==> config.mk <==
export PLATFORM = sky130hd
export DESIGN_NAME = icache
export DESIGN_NICKNAME = d
export VERILOG_FILES = /design/src/wb_pkg.sv /design/src/cache_pkg.sv /design/src/icache.sv
export SDC_FILE = /design/constraint.sdc
export NUM_CORES = 1
export LEC_CHECK = 0
export CORE_UTILIZATION = 50
export CTS_CLUSTER_DIAMETER = 100
export DETAILED_ROUTE_END_ITERATION = 10
export DONT_BUFFER_PORTS = 1
export SLEW_MARGIN = 20
export SYNTH_ARGS = -nofsm -noshare
export SYNTH_HDL_FRONTEND = slang
export SYNTH_SLANG_ARGS = --single-unit
export TNS_END_PERCENT = 5
==> constraint.sdc <==
create_clock -name wb_icache -period 8.2 [get_ports wb_icache]
set_input_delay 0.41 -clock wb_icache [delete_from_list [all_inputs] [get_ports wb_icache]]
set_output_delay 0.41 -clock wb_icache [all_outputs]
set_load 0.03 [all_outputs]
==> src/wb_pkg.sv <==
`default_nettype none

package wb_pkg;

    localparam int ADR_W = 32;
    localparam int DAT_W = 32;

    typedef logic [DAT_W-1:0] word_t;
    typedef logic [ADR_W-1:0] adr_t;
    typedef logic [DAT_W/8-1:0] sel_t;

    // Which master currently owns the shared memory bus
    typedef enum logic [1:0] {
        arb_idle  = 2'd0,
        arb_instr = 2'd1,
        arb_data  = 2'd2
    } arb_state_t;

endpackage : wb_pkg

`default_nettype wire

==> src/cache_pkg.sv <==
`default_nettype none

package cache_pkg;

    localparam int OFFSET_W = 2;                  // Byte offset inside a word
    localparam int INDEX_W  = 4;
    localparam int TAG_W    = 26;
    localparam int LINES    = 1 << INDEX_W;

    // Processor address, seen whole or split for the cache lookup
    typedef union packed {
        wb_pkg::adr_t word;
        struct packed {
            logic [TAG_W-1:0]    tag;
            logic [INDEX_W-1:0]  index;
            logic [OFFSET_W-1:0] offset;
        } fields;
    } cache_adr_u;

endpackage : cache_pkg

`default_nettype wire

==> src/icache.sv <==
`timescale 1ns/1ps
`default_nettype none

module icache (
    input  wire                 wb_icache,
    input  wire                 rst,
    input  wire                 fetch_req,
    input  wire wb_pkg::adr_t   fetch_adr,
    output logic                fetch_ready,
    output wb_pkg::word_t       fetch_data,
    output logic                ic_cyc,
    output logic                ic_stb,
    output logic                ic_we,
    output wb_pkg::adr_t        ic_adr,
    output wb_pkg::sel_t        ic_sel,
    output wb_pkg::word_t       ic_dat_m,
    input  wire                 ic_ack,
    input  wire wb_pkg::word_t  ic_dat_s
);

    localparam logic LOOKUP = 1'b0;
    localparam logic REFILL = 1'b1;

    cache_pkg::cache_adr_u             req_adr;
    logic [cache_pkg::TAG_W-1:0]       tag_arr [cache_pkg::LINES];
    wb_pkg::word_t                     data_arr [cache_pkg::LINES];
    logic [cache_pkg::LINES-1:0]       valid;
    logic [cache_pkg::INDEX_W-1:0]     idx;
    logic                              state;
    logic                              start;
    logic                              hit;

    assign req_adr.word = fetch_adr;
    assign idx     = req_adr.fields.index;
    assign hit     = valid[idx] && (tag_arr[idx] == req_adr.fields.tag);
    assign start   = (state == LOOKUP) && fetch_req && !fetch_ready;   // New request only

    // Refill master, a single word read
    assign ic_cyc   = (state == REFILL);
    assign ic_stb   = (state == REFILL);
    assign ic_we    = 1'b0;
    assign ic_sel   = '1;
    assign ic_adr   = {req_adr.fields.tag, idx, {cache_pkg::OFFSET_W{1'b0}}};
    assign ic_dat_m = '0;

    always_ff @(posedge wb_icache) begin
        if (rst) begin
            state       <= LOOKUP;
            fetch_ready <= 1'b0;
            valid       <= '0;
        end else begin
            fetch_ready <= 1'b0;
            if (start) begin
                if (hit) begin
                    fetch_ready <= 1'b1;
                end else begin
                    state <= REFILL;
                end
            end else if (state == REFILL && ic_ack) begin
                valid[idx]  <= 1'b1;
                fetch_ready <= 1'b1;
                state       <= LOOKUP;
            end
        end
    end

    always_ff @(posedge wb_icache) begin
        if (start && hit) begin
            fetch_data <= data_arr[idx];
        end
        if (state == REFILL && ic_ack) begin
            tag_arr[idx]  <= req_adr.fields.tag;
            data_arr[idx] <= ic_dat_s;
            fetch_data    <= ic_dat_s;       // Forward the refilled word
        end
    end

endmodule : icache

`default_nettype wire

==> results.sh <==
export IMPL_grt_busiest_layer="met2"
export IMPL_ant_nets=0
export IMPL_multiInputGateArea_mm2=0.00863
export IMPL_ctsResizeCount=0
export IMPL_grt_usage_pct=22.7
export IMPL_grt_max_degree=248
export IMPL_worstMarginPinSlew_ps=1100
export IMPL_synth_distinct_cells=61
export IMPL_clk_latency_ps=660
export IMPL_min_period_over_period_pct=47.6
export IMPL_power_per_cell_area_mw_per_mm2=242
export IMPL_rows=101
export IMPL_swShare_pct=20.1
export IMPL_cts_tree="yes"
export IMPL_antenna_found_initial=4
export IMPL_grtUsageMet2_pct=36.9
export IMPL_met3_usage_pct=3.99
export IMPL_slew_headroom_pct=26.2
export IMPL_hpwl_mm=41.2
export IMPL_clkTransAtPathRegs_ps=60
export IMPL_cp_required_ps=8490
export IMPL_gp_congestion=0.782
export IMPL_grt_pass1_wl_mm=128
export IMPL_avgSynthCellArea_um2=21.6
export IMPL_cp_max_fo=206
export IMPL_initial_core_util_pct=50.6
export IMPL_fin_skew_ps=22.8
export IMPL_holdCritStartpoint="ic_dat_s[23]"
export IMPL_routedWlPerCell_um=29.3
export IMPL_yosysSeqAreaShare_pct=75.7
export IMPL_setup_viol=0
export IMPL_drtPass1Iterations=5
export IMPL_vias=17900
export IMPL_synthFlopType="edfxtp_1"
export IMPL_switchingPower_mw=2.11
export IMPL_grtUsageMet1_pct=31.9
export IMPL_hold_violations=0
export IMPL_antenna_cells=0
export IMPL_die_h_um=280
export IMPL_p_clk_share_pct=42.7
export IMPL_drt_total_wl_mm=87.2
export IMPL_rsz0062_at_grt="no"
export IMPL_grt_overflow=0
export IMPL_fin_total_pwr_mw=10.5
export IMPL_regArea_mm2=0.0292
export IMPL_layout_min_cycle_time_ps=3910
export IMPL_worstSetupEndpointType="flop"
export IMPL_cts_root_buf="clkbuf_16"
export IMPL_die_w_um=280
export IMPL_port_buffers=0
export IMPL_cts_htree_levels=3
export IMPL_synth_seq_cells=978
export IMPL_startpoint_type="input port"
export IMPL_hold_ws_ps=36.0
export IMPL_comb_power_share_pct=4.3
export IMPL_outcome="complete, no violations"
export IMPL_syn2layout_area_growth_pct=12.0
export IMPL_synth_edff_count=960
export IMPL_timing_reg2reg_worst_path_depth=9
export IMPL_num_io_pins=172
export IMPL_ys_warn_count=0
export IMPL_drc=0
export IMPL_p_seq_share_pct=53.0
export IMPL_synthArstFlopShare_pct=0
export IMPL_crit_arrival_ps=4190
export IMPL_first_global_vias=18500
export IMPL_die_area_mm2=0.0783
export IMPL_worstSetupStartpoint="fetch_adr[3]"
export IMPL_fin_setup_tns_ps=0
export IMPL_synthCells=1787
export IMPL_cap_violations=0
export IMPL_crit_type="input port to flop"
export IMPL_cts_sinks=978
export IMPL_ir_drop_mv=0.272
export IMPL_numCtsBuffers=101
export IMPL_hold_path_class="input port to flop"
export IMPL_whs_path_depth=1
export IMPL_post_cts_buffers=0
export IMPL_reg2reg_from="tag_arr[9][9]$_DFFE_PP_"
export IMPL_leakage_nw=13.7
export IMPL_slew_violations=0
export IMPL_cts_path_max_buffers=3
export IMPL_internal_power_mw=8.36
export IMPL_drt_iter0_markers=1868
export IMPL_max_freq_ghz=0.256
export IMPL_via_per_inst=6.02
export IMPL_drive_gt1_share_pct=23.4
export IMPL_nNetsFinal=1928
export IMPL_fill_cells=5660
export IMPL_synth_area_mm2=0.0386
export IMPL_core_mm2=0.0762
==> worst paths after layout <==
check        slack, ps                        to
max               4290  fetch_data[24]$_DFFE_PP_
min                 40  fetch_data[23]$_DFFE_PP_
max reg2reg       4640  fetch_data[24]$_DFFE_PP_
min reg2reg        470     valid[0]$_SDFFE_PP0P_
==> stage by stage <==
stage / instance area (um^2) / std cells / worst slack (ps) / util (%)
floorplan: 38700 / 1824 / 1570 / -
global placement: 39400 / 2727 / 4160 / 51.6
detailed placement: 39400 / 2727 / 4140 / 51.6
CTS: 43200 / 2970 / 4620 / 56.7
global route: 43200 / 2970 / 4340 / 56.7
finish: 43200 / 2970 / 4290 / 56.7
==> cells in the mapped netlist (all sizes together), types with 3 or more instances <==
cell    instances  area [um^2]
inv            11         41.3
a211oi          6         45.0
mux2           36          405
nand2b          7         43.8
o211ai          7         52.6
nor2b          11         68.8
or4             3         22.5
a31oi           3         18.8
a221oi          8         76.3
nor2           59          221
nand2          25         93.8
nor3           13         65.1
o22ai           5         37.5
mux4          236         5350
nor4            3         18.8
xnor2          17          149
o21ai           8         40.0
dfxtp          18          360
buf           119          848
and2            5         31.3
a21oi           8         40.0
mux2i          83          831
and3            4         25.0
a22o            6         52.6
edfxtp        960        28800
a21o            4         30.0
clkbuf         35          131
a22oi          32          240
or3             3         18.8
xor2           11         96.3
nand3          13         65.1
==> logic make-up (layout without fill, tap and decap cells) <==
logic type | Yosys count | count (layout) | share of synthesized area [%]
flip-flops | 978 | 978 | 75.7
multiplexers | 355 | 355 | 17.1
buffers and inverters | 166 | 282 | 2.66
AND/OR/NAND/NOR | 157 | 157 | 1.98
AO/OA/AOI/OAI | 101 | 101 | 1.98
XOR/XNOR | 28 | 28 | 0.636
other | 2 | 39 | 0.0195
==> routing by layer <==
layer  part of all wire (%)  routed length, um  vias up
met3                    6.0               5260      134
met5                  0.015                 13        -
met2                     49              43100      613
met4                    2.3               2030        2
li1                       -                  -     7526
met1                     42              36800     9613
==> critical path, cell delays in order <==
cell and delay (ps):
nor2_1 860, a22oi_1 210, a21o_1 200, a211oi_1 520, a31oi_1 190, or4_1 410
nand4b_1 270, o21ai_4 170, buf_4 460
==> final cells by class <==
class	instances	share of cell area [%]
clock buffers	130	6.39
inverters	12	0.107
multi-input cells	680	20.0
clock inverters	53	1.12
repair buffers	87	1.86
flip-flops and latches	978	67.6
well taps	1030	2.98
==> power by group through the flow <==
stage               logic [mW]  clock network [mW]  registers [mW]
floorplan                0.382                   0            5.66
global placement         0.359                   0            5.65
detailed placement       0.360                   0            5.66
CTS                      0.448                4.54            5.55
global route             0.477                4.71            5.55
finish                   0.449                4.47            5.55
==> state kept, by name, indices dropped and copies added, names as in the netlist <==
| signal | flops |
|---|---|
| ic_cyc | 1 |
| tag_arr | 416 |
| fetch_data | 32 |
| data_arr | 512 |
| valid | 16 |
| fetch_ready | 1 |
==> layout by cell type (no fill, tap or decap), drive strengths merged, types with 3 or more instances in the layout <==
cell type    instances
or4                  3
inv                 14
or3                  3
mux2                36
edfxtp             960
buf                 27
a22oi               32
nor2                59
xor2                11
nor3                13
and3                 4
nand2b               7
o22ai                5
nand2               25
o21ai                8
nand3               13
and2                 5
bufinv               8
nor4                 3
a221oi               8
clkbuf             130
a21oi                8
a211oi               6
a21o                 4
o211ai               7
clkinv              42
conb                39
a22o                 6
mux2i               83
a31oi                3
dfxtp               18
nor2b               11
mux4               236
dlygate4sd3         60
xnor2               17
==> repair_timing <==
item	4_1_cts	5_1_grt
hold buffers	60	0
setup endpoints to repair	0	0
hold endpoints to repair	974	0
No activity file was read; power rests on OpenSTA's default activity.
