==> src/wb_pkg.sv <==
`default_nettype none

package wb_pkg;

    localparam int ADR_W = 32;
    localparam int DAT_W = 32;

    typedef logic [DAT_W-1:0] word_t;
    typedef logic [ADR_W-1:0] adr_t;
    typedef logic [DAT_W/8-1:0] sel_t;

    // Which master currently owns the shared memory bus
    typedef enum logic [1:0] {
        arb_idle  = 2'd0,
        arb_instr = 2'd1,
        arb_data  = 2'd2
    } arb_state_t;

endpackage : wb_pkg

`default_nettype wire

==> src/cache_pkg.sv <==
`default_nettype none

package cache_pkg;

    localparam int OFFSET_W = 2;                  // Byte offset inside a word
    localparam int INDEX_W  = 4;
    localparam int TAG_W    = 26;
    localparam int LINES    = 1 << INDEX_W;

    // Processor address, seen whole or split for the cache lookup
    typedef union packed {
        wb_pkg::adr_t word;
        struct packed {
            logic [TAG_W-1:0]    tag;
            logic [INDEX_W-1:0]  index;
            logic [OFFSET_W-1:0] offset;
        } fields;
    } cache_adr_u;

endpackage : cache_pkg

`default_nettype wire

==> src/dcache.sv <==
`timescale 1ns/1ps
`default_nettype none

module dcache (
    input  wire                 wb_icache,
    input  wire                 rst,
    input  wire                 data_req,
    input  wire                 data_we,
    input  wire wb_pkg::adr_t   data_adr,
    input  wire wb_pkg::word_t  data_wdata,
    output logic                data_ready,
    output wb_pkg::word_t       data_rdata,
    output logic                dc_cyc,
    output logic                dc_stb,
    output logic                dc_we,
    output wb_pkg::adr_t        dc_adr,
    output wb_pkg::sel_t        dc_sel,
    output wb_pkg::word_t       dc_dat_m,
    input  wire                 dc_ack,
    input  wire wb_pkg::word_t  dc_dat_s
);

    localparam logic LOOKUP = 1'b0;
    localparam logic BUS    = 1'b1;

    cache_pkg::cache_adr_u             req_adr;
    logic [cache_pkg::TAG_W-1:0]       tag_arr [cache_pkg::LINES];
    wb_pkg::word_t                     data_arr [cache_pkg::LINES];
    logic [cache_pkg::LINES-1:0]       valid;
    logic [cache_pkg::INDEX_W-1:0]     idx;
    logic                              state;
    logic                              start;
    logic                              hit;
    logic                              bus_done;

    assign req_adr.word = data_adr;
    assign idx      = req_adr.fields.index;
    assign hit      = valid[idx] && (tag_arr[idx] == req_adr.fields.tag);
    assign start    = (state == LOOKUP) && data_req && !data_ready;
    assign bus_done = (state == BUS) && dc_ack;

    // Master for read refills and write-through
    assign dc_cyc   = (state == BUS);
    assign dc_stb   = (state == BUS);
    assign dc_we    = data_we;
    assign dc_sel   = '1;
    assign dc_adr   = {req_adr.fields.tag, idx, {cache_pkg::OFFSET_W{1'b0}}};
    assign dc_dat_m = data_wdata;

    always_ff @(posedge wb_icache) begin
        if (rst) begin
            state      <= LOOKUP;
            data_ready <= 1'b0;
            valid      <= '0;
        end else begin
            data_ready <= 1'b0;
            if (start) begin
                if (!data_we && hit) begin
                    data_ready <= 1'b1;
                end else begin
                    state <= BUS;             // Misses and all writes
                end
            end else if (bus_done) begin
                if (!data_we) begin
                    valid[idx] <= 1'b1;       // No allocate on write
                end
                data_ready <= 1'b1;
                state      <= LOOKUP;
            end
        end
    end

    always_ff @(posedge wb_icache) begin
        if (start && hit) begin
            if (data_we) begin
                data_arr[idx] <= data_wdata;
            end else begin
                data_rdata <= data_arr[idx];
            end
        end
        if (bus_done && !data_we) begin
            tag_arr[idx]  <= req_adr.fields.tag;
            data_arr[idx] <= dc_dat_s;
            data_rdata    <= dc_dat_s;
        end
    end

endmodule : dcache

`default_nettype wire

==> config.mk <==
export PLATFORM = sky130hd
export DESIGN_NAME = dcache
export DESIGN_NICKNAME = d
export VERILOG_FILES = /design/src/wb_pkg.sv /design/src/cache_pkg.sv /design/src/dcache.sv
export SDC_FILE = /design/constraint.sdc
export NUM_CORES = 1
export LEC_CHECK = 0
export BUFFER_PORTS_ARGS = -buffer_cell sky130_fd_sc_hd__buf_4
export CORE_ASPECT_RATIO = 2
export CORE_MARGIN = 2
export CORE_UTILIZATION = 30
export CTS_BUF_LIST = sky130_fd_sc_hd__clkbuf_4 sky130_fd_sc_hd__clkbuf_8 sky130_fd_sc_hd__clkbuf_16
export DETAILED_ROUTE_END_ITERATION = 16
export SETUP_SLACK_MARGIN = 0.2
export SLEW_MARGIN = 20
export SYNTH_ARGS = -nofsm -noshare
export SYNTH_HDL_FRONTEND = slang
export SYNTH_SLANG_ARGS = --single-unit
export TNS_END_PERCENT = 5
==> constraint.sdc <==
create_clock -name wb_icache -period 15.86 [get_ports wb_icache]
set_clock_uncertainty 0.15 [all_clocks]
set_input_delay 2.379 -clock wb_icache [delete_from_list [all_inputs] [get_ports wb_icache]]
set_output_delay 2.379 -clock wb_icache [all_outputs]
set_load 0.05 [all_outputs]
==> results by group, run 1 <==
Run status
  • Status: completed

Logic synthesis
  • Flops & latches, synth: 978
  • Mapped Cells: 1,888
  • Synth top area share: 0.739
  • Top cells by area, synth: edfxtp_1 (74%), mux4_2 (14%), mux2i_1 (1.6%)
  • Async S/R FF share, synth: 0
  • Cell taking the most area after synthesis: edfxtp_1
  • Distinct cells, synth: 58
  • Seq/Total Area, Yosys: 0.749
  • Number of synthesis warnings: 0
  • Mapped Area: 39,000 um^2
  • Avg Inst Size Synth: 20.7 um^2
  • Most used flip-flop cell after synthesis: edfxtp_1
  • Number of enable flip-flop cells after synthesis: 960

Layout
  • Register area: 29,200 um^2
  • Area Overhead vs Synth: 15.5%
  • Fill cells: 12,000
  • Layout cells sized above 1: 0.335
  • Final #Nets: 2,157
  • Multi-input gate area: 9020 um^2

Critical path
  • CP startpoint kind: primary input
  • CP Class: primary input to register
  • Setup crit end kind: register
  • Crit path DAT: 8480 ps
  • CP required: 16,010 ps
  • Worst-path maximum fanout: 76
  • R2R setup slack: 10,190 ps

Route
  • Final wirelength: 94.4 mm
  • Drt pass-1 iters: 5
  • DRC errors left: 0
  • Vias: 18,800
  • Via density: 4.92
  • Routed WL per cell: 24.7 um
  • Remaining antenna violation count after routing: 0
  • Starting DRT DRC Count: 1,349

Clock network
  • H-tree Lvls: 3
  • CTS sink count: 978
  • TritonCTS buffer count: 84
  • Post-cts resize count: 0
  • Bufs on Longest Clock Path: 3
  • CTS Hold Bufs: 0
  • Worst skew pair latency: 680 ps
  • CTS tree: done
  • Root Driver: clkbuf_16
  • Postcts setup bufs: 0
  • Clock Pin Slew Worst Setup and Hold Paths: 70 ps

Placed design
  • I/O Buffers: 196
  • Hpwl dp: 54.1 mm
  • GPL Wtd Cong: 0.744
  • Pre-CTS setup slack: 6590 ps

STA
  • Final Hold Viols: 0
  • Final setup viols: 0
  • Slew HR: 0.207
  • Pins Over Slew Limit: 0
  • Setup ws final: 7530 ps
  • Actual slew at the worst max-slew pin: 1190 ps
  • RSZ-0062 raised after global routing: false
  • Min Tclk post-route: 8330 ps
  • Setup tns final: 0 ps
  • Crit share post-route: 0.525
  • Highest Clock Rate: 120 MHz

Floorplanning
  • FP Rows: 187
  • Starting Density: 0.301
  • Die ar.: 133,000 um^2
  • Die W: 259 um
  • Core Box Area: 129,000 um^2
  • Chip height: 514 um
  • Io pins: 205

GRT
  • Vias in the first global route: 20,100
  • First-pass GRT wire length: 136 mm
  • Total GRT Usage: 0.141
  • Initial antenna violation count: 3
  • Largest net degree at the start of global routing: 152
  • GR Overflow Total: 0

Power
  • Leakage: 0.0144 uW
  • Power Density: 117 nW/um^2
  • Peak VDD IR: 66.2 uV

Flow run
  • Max-cap violation count: 0

Worst hold path
  • HP Class: register to register
==> flip-flops by register name, indices dropped and copies added (netlist names) <==
name	count
dc_cyc	1
data_arr	512
data_ready	1
data_rdata	32
tag_arr	416
valid	16
==> path summary, 6_finish.rpt <==
path                        start             end  cells past startpoint
setup / recovery      data_adr[2]  data_arr[4][8]                     14
hold / removal          valid[14]       valid[14]                      1
setup reg to reg  tag_arr[15][13]  data_arr[4][8]                     11
hold reg to reg         valid[14]       valid[14]                      1
==> synthesized netlist by cell type (6+ instances only) <==
library cell,n
a211oi_1,11
a21oi_1,8
a221oi_1,11
buf_1,19
buf_2,21
buf_4,80
clkbuf_1,41
dfxtp_1,18
edfxtp_1,960
inv_1,9
mux2_1,9
mux2_2,53
mux2i_1,61
mux4_2,237
nand2_1,122
nand2b_1,10
nand3_1,6
nor2_1,29
nor2b_1,9
nor3_1,28
o21a_1,15
o21ai_0,7
o22ai_1,21
xnor2_1,22
xor2_1,12
==> final cells by class <==
type                       count  share of cell area
multi-input combinational    739               0.200
clock inverter                50              0.0102
inverter                      11            0.000945
tap                         1701              0.0473
timing repair buffer         242              0.0412
antenna                        1           0.0000556
clock buffer                 103              0.0518
sequential                   978               0.648
==> stage by stage <==
stage | total power [uW] | hold WS [ps] | instances | utilization | instance area, um^2
after floorplan | 3140 | 285 | 1892 | - | 39000
after global placement | 3250 | 293 | 3670 | 0.326 | 42200
after detailed placement | 3260 | 298 | 3670 | 0.326 | 42200
after CTS | 5340 | 314 | 3823 | 0.348 | 45000
after global routing | 5450 | 339 | 3825 | 0.348 | 45000
final | 5290 | 316 | 3825 | 0.348 | 45000
==> metal layers <==
metal / track usage / vias to the layer above / part of all wire
met5: 0 / - / 0.00026
met4: 0.0583 / 4 / 0.035
met3: 0.0190 / 168 / 0.043
met2: 0.266 / 563 / 0.55
met1: 0.157 / 10100 / 0.37
li1: - / 8017 / -
==> placed cells by master (no fill, tap or decap), types with 15 or more instances in the layout <==
cell       count
nand2_1      122
dfxtp_1       18
mux2i_1       61
clkinv_1      17
buf_4        238
mux4_2       237
clkinv_2      18
mux2_2        53
edfxtp_1     960
xnor2_1       22
o22ai_1       21
nor3_2        17
o21a_1        15
clkbuf_16     89
nor2_1        18
==> worst max-delay path, cell delays in order <==
cell and delay, ps:
buf_8 630, buf_4 570, buf_12 310, mux2_2 210
o22ai_1 80, a211oi_1 680, o221ai_1 290, a2111oi_0 470
nand4_1 230, or3_1 530, o31a_2 630, buf_4 430
nor3_2 190, buf_4 640
==> logic make-up after synthesis <==
group / share of synthesized area
buf+inv: 0.0258
xor+xnor: 0.00764
flops: 0.749
other cells: 0.000193
simple gates: 0.0277
mux: 0.170
compound gates: 0.0197
==> power breakdown <==
group | internal, uW | switching [uW] | total [uW] | leakage [uW]
Sequential | 2860 | 2.66 | 2860 | 0.00878
Combinational | 127 | 213 | 340 | 0.00419
Clock | 1170 | 924 | 2090 | 0.00138
(Power assumes the default switching activity.)
==> run 2: changes to the inputs <==
==> constraint.sdc (replaced) <==
create_clock -name wb_icache -period 6.95 [get_ports wb_icache]
set_clock_uncertainty 0.15 [all_clocks]
set_input_delay 1.0425 -clock wb_icache [delete_from_list [all_inputs] [get_ports wb_icache]]
set_output_delay 1.0425 -clock wb_icache [all_outputs]
set_load 0.05 [all_outputs]
==> results by group, run 2 (synthesized netlist as in run 1, its figures left out) <==
STA
  • Crit share post-route: 0.804
  • Actual slew at the worst max-slew pin: 1120 ps
  • Highest Clock Rate: 179 MHz
  • Setup ws final: 1360 ps
  • Final setup viols: 0
  • Setup tns final: 0 ps
  • Slew HR: 0.251
  • Final Hold Viols: 0
  • RSZ-0062 raised after global routing: false
  • Min Tclk post-route: 5590 ps
  • Min Hold Slack: 318 ps
  • Pins Over Slew Limit: 0

Flow run
  • Max-cap violation count: 0

Layout
  • Final #Nets: 2,176
  • Largest registers: data_arr x512, tag_arr x416, data_rdata x32
  • Layout cells sized above 1: 0.340
  • Fill cells: 11,900
  • Area Overhead vs Synth: 16.9%
  • Max reg flops: 512
  • Commonest non-fill, non-tap cell in the layout: edfxtp_1
  • Non-filler cells, final: 3,848
  • Largest reg by FF count: data_arr
  • Most frequent cells in the layout: edfxtp_1 (960), mux4_2 (237), buf_4 (237)

Worst hold path
  • Worst Hold Launch: valid[8]
  • HP Class: register to register

Floorplanning
  • Core Box Area: 129,000 um^2
  • FP Rows: 187
  • Io pins: 205
  • Starting Density: 0.301
  • Die W: 259 um
  • Die ar.: 133,000 um^2
  • Chip height: 514 um

Route
  • DRC errors left: 0
  • Routed WL per cell: 24.5 um
  • Via density: 4.90
  • Final wirelength: 94.3 mm
  • Vias: 18,800
  • Starting DRT DRC Count: 1,173
  • Drt pass-1 iters: 7
  • Remaining antenna violation count after routing: 0

Critical path
  • CP Class: primary input to register
  • Crit path DAT: 5770 ps
  • Crit-path max cell delay: 560 ps
  • CP startpoint: data_adr[2]
  • Crit path top cell by count: buf_4
  • CP required: 7140 ps
  • CP startpoint kind: primary input
  • Worst-path maximum fanout: 53
  • Crit-path slowest cell: a2111oi_0
  • Setup crit end kind: register
  • CP Cell Sequence: buf_8, buf_4, nand2b_1, o22ai_1, o21ai_0, and3_1, a2111oi_0, nand4_1, or3_1, o31a_2, buf_4, nor3_2, buf_12
  • Critical R2R Launch: tag_arr[15][13]

Run status
  • Status: completed

GRT
  • GR Overflow Total: 0
  • Largest net degree at the start of global routing: 75
  • Vias in the first global route: 20,500
  • Initial antenna violation count: 3
  • First-pass GRT wire length: 136 mm
  • Total GRT Usage: 0.142

Clock network
  • Post-cts resize count: 0
  • Root Driver: clkbuf_16
  • H-tree Lvls: 3
  • CTS tree: done
  • CTS sink count: 978
  • TritonCTS buffer count: 85
  • Worst skew pair latency: 670 ps
  • CTS Hold Bufs: 0
  • Bufs on Longest Clock Path: 3
  • Postcts setup bufs: 0
  • Clock Pin Slew Worst Setup and Hold Paths: 70 ps

Power
  • Peak VDD IR: 186 uV
  • Power Density: 270 nW/um^2
  • Pwr Total: 12,300 uW
  • Leakage: 0.0145 uW

Placed design
  • Placed cell count: 3,689
  • GPL Wtd Cong: 0.780
  • I/O Buffers: 196
  • Hpwl dp: 56.5 mm
  • Pre-CTS setup slack: 550 ps
-- run 2: final cells by class --
type | instances | area (um^2) | area share
Inverter | 11 | 42.5 | 0.000934
Clock inverter | 63 | 713 | 0.0157
Antenna cell | 2 | 5.00 | 0.000110
Multi-Input combinational cell | 739 | 9020 | 0.198
Tap cell | 1701 | 2130 | 0.0467
Sequential cell | 978 | 29200 | 0.641
Timing Repair Buffer | 260 | 2230 | 0.0490
Clock buffer | 94 | 2230 | 0.0489
-- run 2: power by group --
part           switching, uW  leakage (uW)  internal [uW]
registers               6.21       0.00878           6520
clock network           2150       0.00144           2850
logic                    488       0.00433            294
total                   2650        0.0145           9660
-- run 2: path summary, 6_finish.rpt --
kind                     to  slack, ps  cells after the start
max          data_arr[8][8]       1360                     13
min                valid[8]        320                      1
max reg2reg  data_arr[8][8]       2020                     11
min reg2reg        valid[8]        320                      1
-- run 2: critical path: cells and delay by family --
| kind | cells | cell delay, ps |
|---|---|---|
| buf+inv | 4 | 1450 |
| compound gates | 4 | 1480 |
| simple gates | 5 | 1680 |
-- run 2: metal layers --
layer / wire length, um / part of all wire / track usage
met4: 4080 / 0.043 / 0.0687
met1: 33200 / 0.35 / 0.149
met3: 4100 / 0.043 / 0.0190
met5: 16 / 0.00017 / 0
met2: 52900 / 0.56 / 0.272
-- run 2: metrics by stage --
step / utilization / cell area, um^2
after floorplan: - / 39000
after global placement: 0.329 / 42600
after detailed placement: 0.329 / 42600
after CTS: 0.352 / 45600
after global routing: 0.352 / 45600
final: 0.352 / 45600
==> run 3: changes to the inputs <==
--- a/config.mk
+++ b/config.mk
@@ -5,6 +5,7 @@
 export SDC_FILE = /design/constraint.sdc
 export NUM_CORES = 1
 export LEC_CHECK = 0
+export ABC_AREA = 1
 export BUFFER_PORTS_ARGS = -buffer_cell sky130_fd_sc_hd__buf_4
 export CORE_ASPECT_RATIO = 2
 export CORE_MARGIN = 2
==> constraint.sdc (replaced) <==
create_clock -name wb_icache -period 5.7 [get_ports wb_icache]
set_clock_uncertainty 0.15 [all_clocks]
set_input_delay 0.855 -clock wb_icache [delete_from_list [all_inputs] [get_ports wb_icache]]
set_output_delay 0.855 -clock wb_icache [all_outputs]
set_load 0.05 [all_outputs]
==> results by group, run 3 <==
Floorplanning
  • Chip height: 516 um
  • FP Rows: 187
  • Starting Density: 0.303
  • Die ar.: 134,000 um^2
  • Io pins: 205
  • Core Box Area: 130,000 um^2
  • Die W: 260 um

Critical path
  • Crit-path max cell delay: 440 ps
  • Crit-path slowest cell: nor2_4
  • Reg2Reg Depth: 16
  • Setup crit end kind: register
  • Critical R2R Launch: tag_arr[4][19]
  • R2R setup slack: 2190 ps
  • Critical Path Stages: 17
  • Top delay family on crit path: simple AND/OR/NAND/NOR gates
  • Worst-path maximum fanout: 19
  • CP Class: primary input to register
  • Reg2reg end: data_arr[12][1]
  • Crit path DAT: 4390 ps
  • Worst setup path end: data_arr[12][1]
  • CP Cell Sequence: buf_4, inv_1, nand2_2, inv_1, buf_4, nand2_1, nand2_1, o21bai_1, nand2_1, nor2_1, nand3_1, nor2_1, nand3_2, nand2_2, inv_2, nor2_4, buf_12
  • CP startpoint kind: primary input
  • CP startpoint: data_adr[4]
  • Critical path buffers and inverters: 6
  • CP required: 5920 ps
  • Crit path top cell by count: nand2_1

Logic synthesis
  • Post-Synth XOR/XNOR Area: 0
  • Number of enable flip-flop cells after synthesis: 960
  • Distinct cells, synth: 29
  • Commonest cells in the synthesized netlist: nand2_1 (1,201), edfxtp_1 (960), a22oi_1 (256), nor2_1 (166), a21oi_1 (140)
  • Largest family of logic cells by synthesized area: simple AND/OR/NAND/NOR gates
  • Mapped Cells: 3,175
  • Flops & latches, synth: 978
  • Async S/R FF share, synth: 0
  • Synth top area share: 0.734
  • Mux cell area share after synthesis: 0
  • Mapped Area: 39,300 um^2
  • Synth Area in Simple Gates: 0.149
  • Seq/Total Area, Yosys: 0.743
  • Synth Area in Adders: 0
  • Most used flip-flop cell after synthesis: edfxtp_1
  • Most common cell in the netlist: nand2_1
  • Avg Inst Size Synth: 12.4 um^2
  • Top cells by area, synth: edfxtp_1 (73%), nand2_1 (11%), a22oi_1 (4.9%)
  • Number of synthesis warnings: 0
  • Compound-Gate Fraction of Synth Area: 0.0719
  • Cell taking the most area after synthesis: edfxtp_1

Layout
  • Commonest non-fill, non-tap cell in the layout: nand2_1
  • Max reg flops: 512
  • Largest registers: data_arr x512, tag_arr x416, data_rdata x32
  • Area Overhead vs Synth: 16.7%
  • Final #Nets: 3,412
  • Most frequent cells in the layout: nand2_1 (1,199), edfxtp_1 (960), a22oi_1 (256)
  • Layout cells sized above 1: 0.139
  • Fill cells: 12,500
  • Final Util: 0.353
  • Largest reg by FF count: data_arr

Power
  • Power Density: 332 nW/um^2
  • Sequential share of power: 0.523
  • Clock network fraction of design power: 0.408
  • Comb pwr share: 0.069
  • Switching pwr: 3390 uW
  • Sw frac: 0.223
  • Pint: 11,800 uW
  • Leakage: 0.0166 uW
  • Peak VDD IR: 192 uV

Route
  • Via density: 4.88
  • Routed WL per cell: 21.2 um
  • Starting DRT DRC Count: 1,912
  • Final wirelength: 108 mm
  • Drt pass-1 iters: 5
  • DRC errors left: 0
  • Vias: 24,800
  • Remaining antenna violation count after routing: 0

Clock network
  • CTS sink count: 978
  • Root Driver: clkbuf_16
  • TritonCTS buffer count: 83
  • Worst skew pair latency: 700 ps
  • Post-cts resize count: 0
  • CTS tree: done
  • Postcts setup bufs: 0
  • Clock Pin Slew Worst Setup and Hold Paths: 70 ps
  • CTS Hold Bufs: 0
  • Bufs on Longest Clock Path: 3
  • H-tree Lvls: 3

STA
  • Setup tns final: 0 ps
  • Min Tclk post-route: 4160 ps
  • Pins Over Slew Limit: 0
  • Actual slew at the worst max-slew pin: 1070 ps
  • Slew HR: 0.285
  • Highest Clock Rate: 240 MHz
  • Final setup viols: 0
  • RSZ-0062 raised after global routing: false
  • Crit share post-route: 0.730
  • Final Hold Viols: 0

GRT
  • Initial antenna violation count: 1
  • Vias in the first global route: 24,500
  • First-pass GRT wire length: 158 mm
  • GR Overflow Total: 0
  • Total GRT Usage: 0.159
  • Largest net degree at the start of global routing: 87

Placed design
  • I/O Buffers: 196
  • GPL Wtd Cong: 0.810
  • Hpwl dp: 62.1 mm

Flow run
  • Max-cap violation count: 0

Run status
  • Status: completed

Worst hold path
  • HP Class: register to register
run 3: changes by cell type in the layout (fill, tap and decap cells not counted), moves of 23 or more:
cell | previous run | this run
mux2i_1 | 61 | 0
nor2_1 | 18 | 131
a22oi_1 | 5 | 256
nand3_1 | 6 | 77
mux2_2 | 53 | 0
or4_1 | 3 | 32
mux4_2 | 237 | 0
inv_1 | 9 | 32
nand2_1 | 122 | 1199
nor2_4 | 11 | 36
a21oi_1 | 8 | 140
run 3: per-stage QoR:
| step | setup WS [ps] | area (um^2) | hold WS (ps) | instances | power, uW |
|---|---|---|---|---|---|
| 2_1_floorplan | 1140 | 39300 | 291 | 3179 | 8780 |
| 3_3_place_gp | 862 | 42900 | 300 | 4927 | 9170 |
| 3_5_place_dp | 805 | 42900 | 309 | 4927 | 9180 |
| 4_1_cts | 1540 | 45900 | 305 | 5078 | 15300 |
| 5_1_grt | 1260 | 45900 | 339 | 5079 | 15700 |
| 6_report | 1540 | 45900 | 323 | 5079 | 15200 |
run 3: kinds of logic (layout without fill, tap and decap cells):
| logic type | Yosys count | after routing |
|---|---|---|
| compound gates | 431 | 431 |
| buf+inv | 272 | 470 |
| simple gates | 1492 | 1492 |
| flops | 978 | 978 |
| other cells | 2 | 7 |
run 3: metal layers:
layer | GRT usage | wire, um | part of all wire | vias up
met3 | 0.0191 | 5240 | 0.049 | 222
met2 | 0.296 | 57800 | 0.54 | 788
met5 | 0 | 0 | 0 | -
met1 | 0.178 | 40100 | 0.37 | 12300
li1 | - | - | - | 11400
met4 | 0.0736 | 4370 | 0.041 | 0
run 3: cell type report:
class	count	area [um^2]	share of cell area
Timing Repair Buffer	279	2420	0.0528
Clock buffer	105	2320	0.0507
Clock inverter	46	663	0.0145
Antenna cell	1	2.50	0.0000545
Multi-Input combinational cell	1929	8980	0.196
Sequential cell	978	29200	0.636
Tap cell	1701	2130	0.0464
Inverter	40	168	0.00365
run 3: power groups by stage:
stage	registers [uW]	clock network, uW	logic, uW
floorplan	8140	0	639
global placement	8110	0	1060
detailed placement	8110	0	1070
CTS	7960	6290	1070
global route	7950	6550	1160
finish	7960	6210	1050
run 3: how the worst min path moves through the flow:
stage               cells after the start          from  slack (ps)               to
floorplan                               2      valid[0]         290         valid[0]
global placement                        2     valid[13]         300        valid[13]
detailed placement                      2      valid[2]         310         valid[2]
CTS                                     1  data_adr[25]         310  tag_arr[14][19]
global route                            2      valid[8]         340         valid[8]
finish                                  2      valid[4]         320         valid[4]
run 3: worst min-delay path: cells and delay by family, from the launching register on:
kind / cells / cell delay [ps]
simple gates: 2 / 120
flops: 1 / 330
