<file path="src/wb_pkg.sv">
`default_nettype none

package wb_pkg;

    localparam int ADR_W = 32;
    localparam int DAT_W = 32;

    typedef logic [DAT_W-1:0] word_t;
    typedef logic [ADR_W-1:0] adr_t;
    typedef logic [DAT_W/8-1:0] sel_t;

    // Which master currently owns the shared memory bus
    typedef enum logic [1:0] {
        arb_idle  = 2'd0,
        arb_instr = 2'd1,
        arb_data  = 2'd2
    } arb_state_t;

endpackage : wb_pkg

`default_nettype wire

</file>
<file path="src/wb_arbiter.sv">
`timescale 1ns/1ps
`default_nettype none

module wb_arbiter (
    input  wire                 wb_icache,
    input  wire                 rst,
    input  wire                 ic_cyc,
    input  wire                 ic_stb,
    input  wire                 ic_we,
    input  wire wb_pkg::adr_t   ic_adr,
    input  wire wb_pkg::sel_t   ic_sel,
    input  wire wb_pkg::word_t  ic_dat_m,
    output logic                ic_ack,
    output wb_pkg::word_t       ic_dat_s,
    input  wire                 dc_cyc,
    input  wire                 dc_stb,
    input  wire                 dc_we,
    input  wire wb_pkg::adr_t   dc_adr,
    input  wire wb_pkg::sel_t   dc_sel,
    input  wire wb_pkg::word_t  dc_dat_m,
    output logic                dc_ack,
    output wb_pkg::word_t       dc_dat_s,
    output logic                mem_cyc,
    output logic                mem_stb,
    output logic                mem_we,
    output wb_pkg::adr_t        mem_adr,
    output wb_pkg::sel_t        mem_sel,
    output wb_pkg::word_t       mem_dat_m,
    input  wire                 mem_ack,
    input  wire wb_pkg::word_t  mem_dat_s
);

    wb_pkg::arb_state_t state;
    wb_pkg::arb_state_t next_state;

    always_comb begin
        ic_ack    = 1'b0;
        ic_dat_s  = '0;
        dc_ack    = 1'b0;
        dc_dat_s  = '0;
        mem_cyc   = 1'b0;
        mem_stb   = 1'b0;
        mem_we    = 1'b0;
        mem_adr   = '0;
        mem_sel   = '0;
        mem_dat_m = '0;
        case (state)
            wb_pkg::arb_instr: begin
                ic_ack    = mem_ack;
                ic_dat_s  = mem_dat_s;
                mem_cyc   = ic_cyc;
                mem_stb   = ic_stb;
                mem_we    = ic_we;
                mem_adr   = ic_adr;
                mem_sel   = ic_sel;
                mem_dat_m = ic_dat_m;
            end
            wb_pkg::arb_data: begin
                dc_ack    = mem_ack;
                dc_dat_s  = mem_dat_s;
                mem_cyc   = dc_cyc;
                mem_stb   = dc_stb;
                mem_we    = dc_we;
                mem_adr   = dc_adr;
                mem_sel   = dc_sel;
                mem_dat_m = dc_dat_m;
            end
            default: ;                            // Idle drives nothing
        endcase
    end

    always_comb begin
        next_state = state;
        case (state)
            wb_pkg::arb_idle: begin
                if (ic_stb) begin
                    next_state = wb_pkg::arb_instr;   // Fetch side wins a tie
                end else if (dc_stb) begin
                    next_state = wb_pkg::arb_data;
                end
            end
            wb_pkg::arb_instr,
            wb_pkg::arb_data: begin
                if (mem_ack) begin
                    next_state = wb_pkg::arb_idle;
                end
            end
            default: next_state = wb_pkg::arb_idle;
        endcase
    end

    always_ff @(posedge wb_icache) begin
        if (rst) begin
            state <= wb_pkg::arb_idle;
        end else begin
            state <= next_state;
        end
    end

endmodule : wb_arbiter

`default_nettype wire

</file>
<file path="config.mk">
export PLATFORM = sky130hd
export DESIGN_NAME = wb_arbiter
export DESIGN_NICKNAME = d
export VERILOG_FILES = /design/src/wb_pkg.sv /design/src/wb_arbiter.sv
export SDC_FILE = /design/constraint.sdc
export NUM_CORES = 1
export LEC_CHECK = 0
export BUFFER_PORTS_ARGS = -buffer_cell sky130_fd_sc_hd__buf_2
export CAP_MARGIN = 20
export CORE_AREA = 2 2 120 122
export CTS_CLUSTER_SIZE = 12
export DETAILED_ROUTE_END_ITERATION = 16
export DIE_AREA = 0 0 122 124
export PLACE_DENSITY = 0.47
export REMOVE_ABC_BUFFERS = 1
export SLEW_MARGIN = 15
export SYNTH_ARGS = -nofsm -noshare
export SYNTH_HDL_FRONTEND = slang
export SYNTH_SLANG_ARGS = --single-unit
</file>
<file path="constraint.sdc">
create_clock -name wb_icache -period 2.4 [get_ports wb_icache]
set_input_delay 0.48 -clock wb_icache [delete_from_list [all_inputs] [get_ports wb_icache]]
set_output_delay 0.48 -clock wb_icache [all_outputs]
set_load 0.005 [all_outputs]
</file>
==> out/qor.csv, run 1 <==
metric,value,unit
top_reg_cell synth,dfxtp_1,
antenna-violating nets left,0,
Crit-path slowest cell,ha_4,
P_leak,1.942,nW
Crit Path Max Fanout,56,
Pins Over Slew Limit,0,
Setup Viol. Count Final,0,
fin nets,726,
Die Area,0.01513,sq mm
share of the synthesized area in the top cell type,24.08,%
number of flip-flops in the largest register,2,
Least-Margin Pin Slew,0.3236,ns
slowest cell delay on critical path,0.35,ns
ys async rst share,0,%
CP Class,reg -> out,
H-tree lvl count,1,
Clock Sink Count,2,
CTS tree,built,
initial antenna violation count,2,
Die Wd,122,microns
"Cell Area, Placed",0.003538,sq mm
"top cells by area, synth","nor2b_1 (24%), and2_1 (22%), a22oi_1 (20%)",
vias per inst,4.064,
GRT Resource Usage Total,9.236,%
"EDFF count, synth",0,
max cap viols,0,
share of cells above drive strength 1,63.60,%
sequential share of the synthesized area,2.171,%
fin crit share,92.76,%
cells after synthesis,254,
startpoint types,register,
IO Count,314,
DRT iter0 DRCs,59,
CP Buf/Inv Count,3,
HP Start,rst,
Worst IR Drop VDD,0.0002234,V
total grt overflow,0,
"Design Area, Final",0.003617,sq mm
via count,2942,
Worst-Skew Late Latency,0.22,ns
"wirelength, routed",8566,microns
Tmin final,2.226,ns
reg-to-reg critical path startpoint,state[1],
Setup TNS,0,ns
Wirelength per Cell,11.83,microns
final hold slack,0.4311,ns
Yosys cell types,19,
Layout area overhead,96.13,%
first-pass GRT wire length,11620,microns
CP Data Arrival Time,1.75,ns
Initial Util,13.44,%
largest net degree at the start of global routing,73,
drt first pass iters,4,
Final GP Congestion,0.7427,
Regs by FF count,state x2,
syn avg cell area,7.261,sq um
Synth area leader,nor2b_1,
Setup Buffers After CTS,0,
worst endpoint required time,1.92,ns
RSZ-0062 raised after global routing,no,
Slew headroom,78.42,%
slack of the worst reg-to-reg path,0.80,ns
placed insts,721,
post-DP HPWL,7094,microns
worst setup path start,state[1],
status,completed,
vias in the first global route,2576,
CTS root buffer,clkbuf_16,
f_max,0.4492,GHz
die height,124,microns
cell family with most CP delay,buffers and inverters,
Yosys reg bits,2,
# DRC,0,
Power Total,1.063,mW
IO buf count,313,
Critical Path Sink Type,primary output,
fillers,1524,
mapped cell area,0.001844,sq mm
row cnt,43,
register with the most flip-flops,state,
ANT cells,0,
core area,0.01372,sq mm
"CTS clk-pin slew, worst paths",0.03,ns
Ys Warns,0,
Non-Filler Instances,724,
CP cell instances,inv_1 > ha_4 > buf_12 > a22oi_1 > nor2b_1 > buf_2,
Worst Clk Skew,0.0003712,ns
P per Cell Area,293.9,mW/mm^2
Hold WC Path Type,in -> reg,
Final Hold Vio Count,0,
CTS Buffer Depth,2,
CTS Buf Count,3,
==> cell families (layout without fill, tap and decap cells) <==
family	after synthesis	in the layout	synth area share, %
AOI/OAI and AO/OA	75	75	35.96
buffers and inverters	33	323	11.94
DFF	2	2	2.171
and+or+nand+nor	141	141	47.90
adders and majority gates	3	3	2.035
==> cells in the mapped netlist (3+ instances only) <==
master and n:
nor2b_1 71, and2_1 66, a22oi_1 50, a22oi_2 21
buf_2 11, buf_6 7, clkbuf_1 7, clkbuf_2 3
ha_1 3
==> path summary, 6_finish.rpt <==
| check | endpoint | cells past startpoint |
|---|---|---|
| max reg2reg | state[0] | 6 |
| min | state[0] | 2 |
| min reg2reg | state[1] | 2 |
| max | mem_adr[26] | 6 |
==> power by group <==
group	leakage (nW)	internal (mW)	switching [mW]
Combinational	1.89	0.413	0.358
Clock	0.0370	0.212	0.0393
Sequential	0.0165	0.0372	0.00402
==> per-layer routing <==
metal	wire (microns)	part of all wire, %	GRT usage (%)
met4	19	0.22	0.8621
met1	3220	38	10.46
met5	27	0.32	0
met2	4406	51	18.40
met3	892	10	1.740
==> area by class of cell <==
type | count | area, sq um | share of cell area (%)
repair buffers | 318 | 1658 | 45.83
multi-input cells | 219 | 1612 | 44.55
well taps | 180 | 225.2 | 6.226
clock buffers | 3 | 75.07 | 2.075
flip-flops and latches | 2 | 40.04 | 1.107
inverters | 2 | 7.507 | 0.2075
==> stage by stage <==
stage               utilization (%)  setup slack (ns)
floorplan                         -           -0.8597
global placement              25.79            0.4311
detailed placement            25.79            0.3396
CTS                           26.34            0.1013
global route                  26.37           0.06369
finish                        26.37            0.1738
==> repair_timing <==
item	in CTS	in global routing
setup endpoints to repair	0	1
hold buffers	0	0
resized for setup	0	1
==> placed cells by master (no fill, tap or decap), drive strengths merged <==
cell type / count
nand2b: 3
dfxtp: 2
and2: 66
a21o: 1
inv: 2
ha: 3
nor2b: 71
a211oi: 1
a21oi: 2
nand3: 1
clkbuf: 3
a22oi: 71
buf: 318
Note: power is estimated with default switching activity, not from simulation.
==> inputs of run 2 (changes only) <==
--- a/config.mk
+++ b/config.mk
@@ -5,13 +5,14 @@
 export SDC_FILE = /design/constraint.sdc
 export NUM_CORES = 1
 export LEC_CHECK = 0
+export ABC_AREA = 1
 export BUFFER_PORTS_ARGS = -buffer_cell sky130_fd_sc_hd__buf_2
 export CAP_MARGIN = 20
 export CORE_AREA = 2 2 120 122
 export CTS_CLUSTER_SIZE = 12
 export DETAILED_ROUTE_END_ITERATION = 16
 export DIE_AREA = 0 0 122 124
-export PLACE_DENSITY = 0.47
+export PLACE_DENSITY = 0.46
 export REMOVE_ABC_BUFFERS = 1
 export SLEW_MARGIN = 15
 export SYNTH_ARGS = -nofsm -noshare
==> run 2 against run 1 <==
Routed wire length up 16%. Sequential cell count is the same. Area after synthesis fell by 6.4%. Via count rose by 12%. Die area unchanged. Sequential power fell by 1%. First-iteration DRC count up 85%. Clock-buffer cell count stayed put. Combinational power shrank 12%. Power down 8.6%. Critical path type unchanged. Critical endpoint is now mem_dat_m[14]. Highest routed layer is now met4.
==> out/qor.csv, run 2 <==
metric,value,unit,change
Sw Ratio,44.20,%,+6.5 points
Clk pwr share,26.1,%,+2.5 points
slowest cell delay on critical path,0.37,ns,+0.02 ns
drt first pass iters,5,,+1
Post-CTS Hold Buffers,0,,unchanged
total grt overflow,0,,unchanged
post_cts resized,0,,unchanged
Setup Buffers After CTS,0,,unchanged
Regs by FF count,state x2,,
RSZ-0062 raised after global routing,no,,
"EDFF count, synth",0,,unchanged
Yosys cell types,12,,-7
H-tree lvl count,1,,unchanged
Hold WC Path Type,in -> reg,,
worst setup path start,state[0],,
fin crit share,90.97,%,-1.8 points
"Design Area, Final",0.003506,sq mm,-3.1%
die height,124,microns,unchanged
first-pass GRT wire length,14150,microns,+22%
mapped cell area,0.001725,sq mm,-6.4%
Tmin final,2.183,ns,-0.04287 ns
max cap viols,0,,unchanged
IO Count,314,,unchanged
share of the synthesized area in the top cell type,46.12,%,+22 points
combinational family with the most area after synthesis,simple AND/OR/NAND/NOR gates,,
startpoint types,register,,
DRT iter0 DRCs,109,,+85%
Ys Warns,0,,unchanged
"wirelength, routed",9917,microns,+16%
CP Buf/Inv Count,4,,+1
P per Cell Area,277.2,mW/mm^2,-5.7%
Least-Margin Pin Slew,0.4919,ns,+0.1683 ns
post-DP HPWL,8026,microns,+13%
"Cell Area, Placed",0.003431,sq mm,-3.0%
sequential share of the synthesized area,2.321,%,+0.15 points
Gate power share,69.7,%,-2.8 points
Final Hold Vio Count,0,,unchanged
Critical Path Sink Type,primary output,,
cell family with most CP delay,buffers and inverters,,
antenna-violating nets left,0,,unchanged
Yosys reg bits,2,,unchanged
Synth Area in Compound Gates,21.46,%,-14 points
final hold slack,0.5265,ns,+0.09537 ns
CTS Buf Count,3,,unchanged
CP cell instances,inv_1 > ha_1 > inv_2 > buf_4 > a21oi_1 > buf_2,,
vias per inst,3.794,,-6.6%
share of cells above drive strength 1,47.23,%,-16 points
post-synthesis adder-cell area fraction,2.175,%,+0.14 points
register with the most flip-flops,state,,
multiplexer share of the synthesized area,0,%,unchanged
Place WS,0.4152,ns,+0.07561 ns
largest net degree at the start of global routing,105,,+44%
CP Class,reg -> out,,
status,completed,,
Synth top cells by count,"nand2_1 (212), a21oi_1 (74), inv_1 (71), buf_2 (15), buf_6 (8)",,
row cnt,43,,unchanged
Crit-path slowest cell,dfxtp_1,,
Crit Path Max Fanout,30,,-46%
Synth area leader,nand2_1,,
Initial Util,12.58,%,-0.87 points
ANT cells,0,,unchanged
Sw Pwr,0.4295,mW,+7.1%
Wirelength per Cell,11.45,microns,-3.2%
Slew headroom,67.20,%,-11 points
fin nets,868,,+20%
"top cells by area, synth","nand2_1 (46%), a21oi_1 (21%), inv_1 (15%)",,
initial antenna violation count,0,,-2
P_int,0.5422,mW,-18%
Die Area,0.01513,sq mm,unchanged
cells after synthesis,396,,+56%
Clock Sink Count,2,,unchanged
Setup Viol. Count Final,0,,unchanged
CP Data Arrival Time,1.70,ns,-0.05 ns
CTS Buffer Depth,2,,unchanged
post-route setup slack,0.2167,ns,+0.04287 ns
"most common cell after layout, fill and taps aside",buf_2,,
core area,0.01372,sq mm,unchanged
reg-to-reg critical path startpoint,state[0],,
worst endpoint required time,1.92,ns,about the same
syn avg cell area,4.357,sq um,-40%
f_max,0.4580,GHz,+2.0%
XOR/XNOR Fraction of Synth Area,0,%,unchanged
HP Start,rst,,
IO buf count,313,,unchanged
vias in the first global route,2961,,+15%
# DRC,0,,unchanged
"CTS clk-pin slew, worst paths",0.03,ns,about the same
part of the power in registers,4.2,%,+0.3 points
CTS root buffer,clkbuf_16,,
P_leak,2.451,nW,+26%
most frequent cell after synthesis,nand2_1,,
Die Wd,122,microns,unchanged
Pins Over Slew Limit,0,,unchanged
ys async rst share,0,%,unchanged
GRT Resource Usage Total,11.42,%,+2.2 points
Worst-Skew Late Latency,0.22,ns,about the same
top_reg_cell synth,dfxtp_1,,
Worst IR Drop VDD,0.0002173,V,-2.7%
Layout area overhead,103.2,%,
most frequent cells in the layout,"buf_2 (313), nand2_1 (212), a21oi_1 (74)",,
via count,3286,,+12%
CTS tree,built,,
Final GP Congestion,0.7428,,about the same
number of flip-flops in the largest register,2,,unchanged
Worst Clk Skew,0.0007992,ns,+0.0004280 ns
simple-gate share of the synthesized area,46.85,%,-1.1 points
[run 2: cell count changes after synthesis, sizes merged]
| cell | before | now |
|---|---|---|
| a211oi | 1 | 0 |
| a21o | 1 | 0 |
| a21oi | 2 | 74 |
| a22oi | 71 | 0 |
| and2 | 66 | 0 |
| buf | 21 | 24 |
| clkbuf | 10 | 7 |
| inv | 2 | 72 |
| nand2 | 0 | 212 |
| nand2b | 3 | 0 |
| nand3 | 1 | 0 |
| nand4 | 0 | 1 |
| nor2b | 71 | 1 |
[run 2: final timing paths]
path	to	slack [ns]	cells past startpoint
hold / removal	state[0]	0.53	4
setup / recovery	mem_dat_m[14]	0.22	6
setup reg to reg	state[1]	1.08	5
hold reg to reg	state[1]	0.55	2
[run 2: worst reg2reg max path, stage by stage (launching register included)]
cell and delay [ns]:
dfxtp_1 0.37, inv_1 0.12, ha_1 0.34, nand2_1 0.12
a21oi_1 0.17, nor2b_1 0.15
[run 2: cell type report]
class	count	area (sq um)
inverters	72	270.3
multi-input cells	291	1241
well taps	180	225.2
fillers	1664	10210
flip-flops and latches	2	40.04
clock buffers	3	75.07
repair buffers	318	1654
[run 2: stage by stage]
step | power, mW | utilization [%] | setup TNS (ns) | instances
global placement | 0.7318 | 25.01 | 0 | 863
floorplan | 0.3441 | - | -71.39 | 365
finish | 0.9717 | 25.55 | 0 | 866
global route | 1.070 | 25.55 | 0 | 866
CTS | 0.9864 | 25.55 | 0 | 866
detailed placement | 0.7275 | 25.01 | 0 | 863
[run 2: kinds of logic after synthesis]
| group | Yosys count |
|---|---|
| AND/OR/NAND/NOR | 214 |
| buffers and inverters | 103 |
| AO/OA/AOI/OAI | 74 |
| adder cells (fa/ha/maj) | 3 |
| flip-flops | 2 |
[run 2: power by group through the flow]
stage / Sequential (mW) / Combinational, mW / Clock [mW]
floorplan: 0.0391 / 0.305 / 0
global placement: 0.0412 / 0.691 / 0
detailed placement: 0.0413 / 0.686 / 0
CTS: 0.0410 / 0.689 / 0.256
global route: 0.0414 / 0.766 / 0.263
finish: 0.0408 / 0.678 / 0.253
[run 2: layer usage]
| metal | global-route usage, % | wire length, microns | vias up |
|---|---|---|---|
| met5 | 0 | 0 | - |
| met4 | 1.580 | 34 | 0 |
| met3 | 1.511 | 910 | 4 |
| met2 | 22.56 | 5099 | 167 |
| met1 | 13.27 | 3873 | 1373 |
| li1 | - | - | 1742 |
==> inputs of run 3 (changes only) <==
--- a/config.mk
+++ b/config.mk
@@ -12,7 +12,7 @@
 export CTS_CLUSTER_SIZE = 12
 export DETAILED_ROUTE_END_ITERATION = 16
 export DIE_AREA = 0 0 122 124
-export PLACE_DENSITY = 0.46
+export PLACE_DENSITY = 0.52
 export REMOVE_ABC_BUFFERS = 1
 export SLEW_MARGIN = 15
 export SYNTH_ARGS = -nofsm -noshare
==> run 3 against run 2 <==
Non-clock buffer count stayed put. First-iteration DRC count is 1.8% higher. Cell area is 0.36% higher. Sequential power hardly changed. Via count stayed put. Cell count stayed put. Critical path type unchanged. Largest cell class unchanged.
==> out/qor.csv, run 3 (synthesis results as in run 2) <==
metric,value,unit,change
CTS Buf Count,3,,unchanged
Hold WC Path Type,in -> reg,,
f_max,0.4585,GHz,about the same
worst endpoint required time,1.92,ns,about the same
ANT cells,0,,unchanged
post-route setup slack,0.2188,ns,+0.002116 ns
fin crit share,90.88,%,about the same
RSZ-0062 raised after global routing,no,,
Layout area overhead,103.9,%,
CTS Buffer Depth,2,,unchanged
vias per inst,3.794,,unchanged
initial antenna violation count,0,,unchanged
H-tree lvl count,1,,unchanged
startpoint types,register,,
CTS root buffer,clkbuf_16,,
Worst Clk Skew,0.0008292,ns,+0.00002993 ns
largest net degree at the start of global routing,72,,-31%
status,completed,,
post-DP HPWL,7082,microns,-12%
"Design Area, Final",0.003518,sq mm,+0.36%
total grt overflow,0,,unchanged
GR Util met3,1.419,%,-0.092 points
IO Count,314,,unchanged
Worst IR Drop VDD,0.0002016,V,-7.2%
# DRC,0,,unchanged
Final Hold Vio Count,0,,unchanged
CP cell instances,inv_1 > ha_1 > inv_2 > buf_12 > a21oi_1 > buf_2,,
HP Start,rst,,
Regs by FF count,state x2,,
P_int,0.5453,mW,+0.58%
Gate power share,69.5,%,-0.2 points
Worst Hold Depth,4,,unchanged
Pins Over Slew Limit,0,,unchanged
grt peak-use layer,met2,,
Wirelength per Cell,10.30,microns,-10%
CP Data Arrival Time,1.70,ns,about the same
Sw Ratio,43.55,%,-0.65 points
Non-Filler Instances,866,,unchanged
"Cell Area, Placed",0.003443,sq mm,+0.36%
Place WS,0.4244,ns,+0.009248 ns
Power Total,0.9661,mW,-0.58%
Initial Util,12.58,%,unchanged
Die Wd,122,microns,unchanged
CP Buf/Inv Count,4,,unchanged
met1 Track Usage GR,11.16,%,-2.1 points
GRT Resource Usage Total,9.871,%,-1.5 points
"CTS clk-pin slew, worst paths",0.03,ns,about the same
first-pass GRT wire length,12340,microns,-13%
slack of the worst reg-to-reg path,1.11,ns,+0.03 ns
Post-CTS Hold Buffers,0,,unchanged
CP Class,reg -> out,,
number of flip-flops in the largest register,2,,unchanged
"most common cell after layout, fill and taps aside",buf_2,,
P per Cell Area,274.6,mW/mm^2,-0.93%
P_leak,2.455,nW,+0.17%
core area,0.01372,sq mm,unchanged
hold endpoint,state[0],,
CTS tree,built,,
share of cells above drive strength 1,47.23,%,unchanged
via count,3286,,unchanged
part of the power in registers,4.2,%,about the same
Crit Path Max Fanout,71,,+140%
drt first pass iters,4,,-1
max cap viols,0,,unchanged
GR Util met2,19.83,%,-2.7 points
Slew headroom,77.01,%,+9.8 points
cell family with most CP delay,buffers and inverters,,
slowest cell delay on critical path,0.37,ns,about the same
Setup Buffers After CTS,0,,unchanged
die height,124,microns,unchanged
Clk pwr share,26.3,%,+0.2 points
row cnt,43,,unchanged
r2r endpoint,state[1],,
Setup Viol. Count Final,0,,unchanged
Tmin final,2.181,ns,-0.002116 ns
"wirelength, routed",8919,microns,-10%
Critical Path Sink Type,primary output,,
Final GP Congestion,0.7813,,+5.2%
IO buf count,313,,unchanged
fin nets,868,,unchanged
most frequent cells in the layout,"buf_2 (313), nand2_1 (212), a21oi_1 (74)",,
Clock Sink Count,2,,unchanged
post_cts resized,0,,unchanged
vias in the first global route,2648,,-11%
Least-Margin Pin Slew,0.3448,ns,-0.1471 ns
Die Area,0.01513,sq mm,unchanged
antenna-violating nets left,0,,unchanged
Reg2Reg Depth,5,,unchanged
Worst-Skew Late Latency,0.22,ns,about the same
Sw Pwr,0.4208,mW,-2.0%
DRT iter0 DRCs,111,,+1.8%
placed insts,863,,unchanged
Crit-path slowest cell,dfxtp_1,,
register with the most flip-flops,state,,
reg-to-reg critical path startpoint,state[1],,
run 3: cell types whose count changed in the layout (fill, tap and decap cells not counted):
cell / change
buf_12: +1
buf_4: -1
run 3: per-stage QoR:
stage | TNS, ns | hold slack, ns | util, %
detailed placement | 0 | 0.5637 | 25.10
floorplan | -71.39 | 0.4843 | -
finish | 0 | 0.5241 | 25.65
global placement | 0 | 0.5762 | 25.10
global route | 0 | 0.5391 | 25.65
CTS | 0 | 0.5240 | 25.65
run 3: how the worst max path moves through the flow:
stage,start,endpoint,cells after the start,slack (ns)
after floorplan,state[0],mem_adr[16],4,-0.59
after global placement,state[1],mem_sel[0],6,0.44
after detailed placement,state[0],mem_sel[0],6,0.42
after CTS,state[0],mem_sel[0],6,0.19
after global routing,state[0],mem_sel[0],6,0.09
final,state[0],mem_sel[0],6,0.22
run 3: final cells by class:
type	instances	area (sq um)
fill	1613	10200
clock buffer	3	75.07
tap	180	225.2
inverter	72	270.3
multi-input combinational	291	1241
timing repair buffer	318	1667
sequential	2	40.04
run 3: power by group through the flow:
stage          registers [mW]  logic [mW]  clock network, mW
2_1_floorplan          0.0391       0.305                  0
3_3_place_gp           0.0414       0.686                  0
3_5_place_dp           0.0416       0.680                  0
4_1_cts                0.0411       0.683              0.259
5_1_grt                0.0415       0.760              0.263
6_report               0.0410       0.671              0.254
run 3: worst reg2reg max path: cells and delay by family (launching register included):
| kind | cells | cell delay (ns) |
|---|---|---|
| adder cells (fa/ha/maj) | 1 | 0.31 |
| AO/OA/AOI/OAI | 1 | 0.17 |
| flip-flops | 1 | 0.39 |
| AND/OR/NAND/NOR | 2 | 0.24 |
| buffers and inverters | 1 | 0.11 |
run 3: layer usage:
metal | vias to the layer above | wire (microns)
li1 | 1747 | -
met5 | - | 0
met3 | 2 | 823
met2 | 172 | 4694
met1 | 1365 | 3383
met4 | 0 | 17
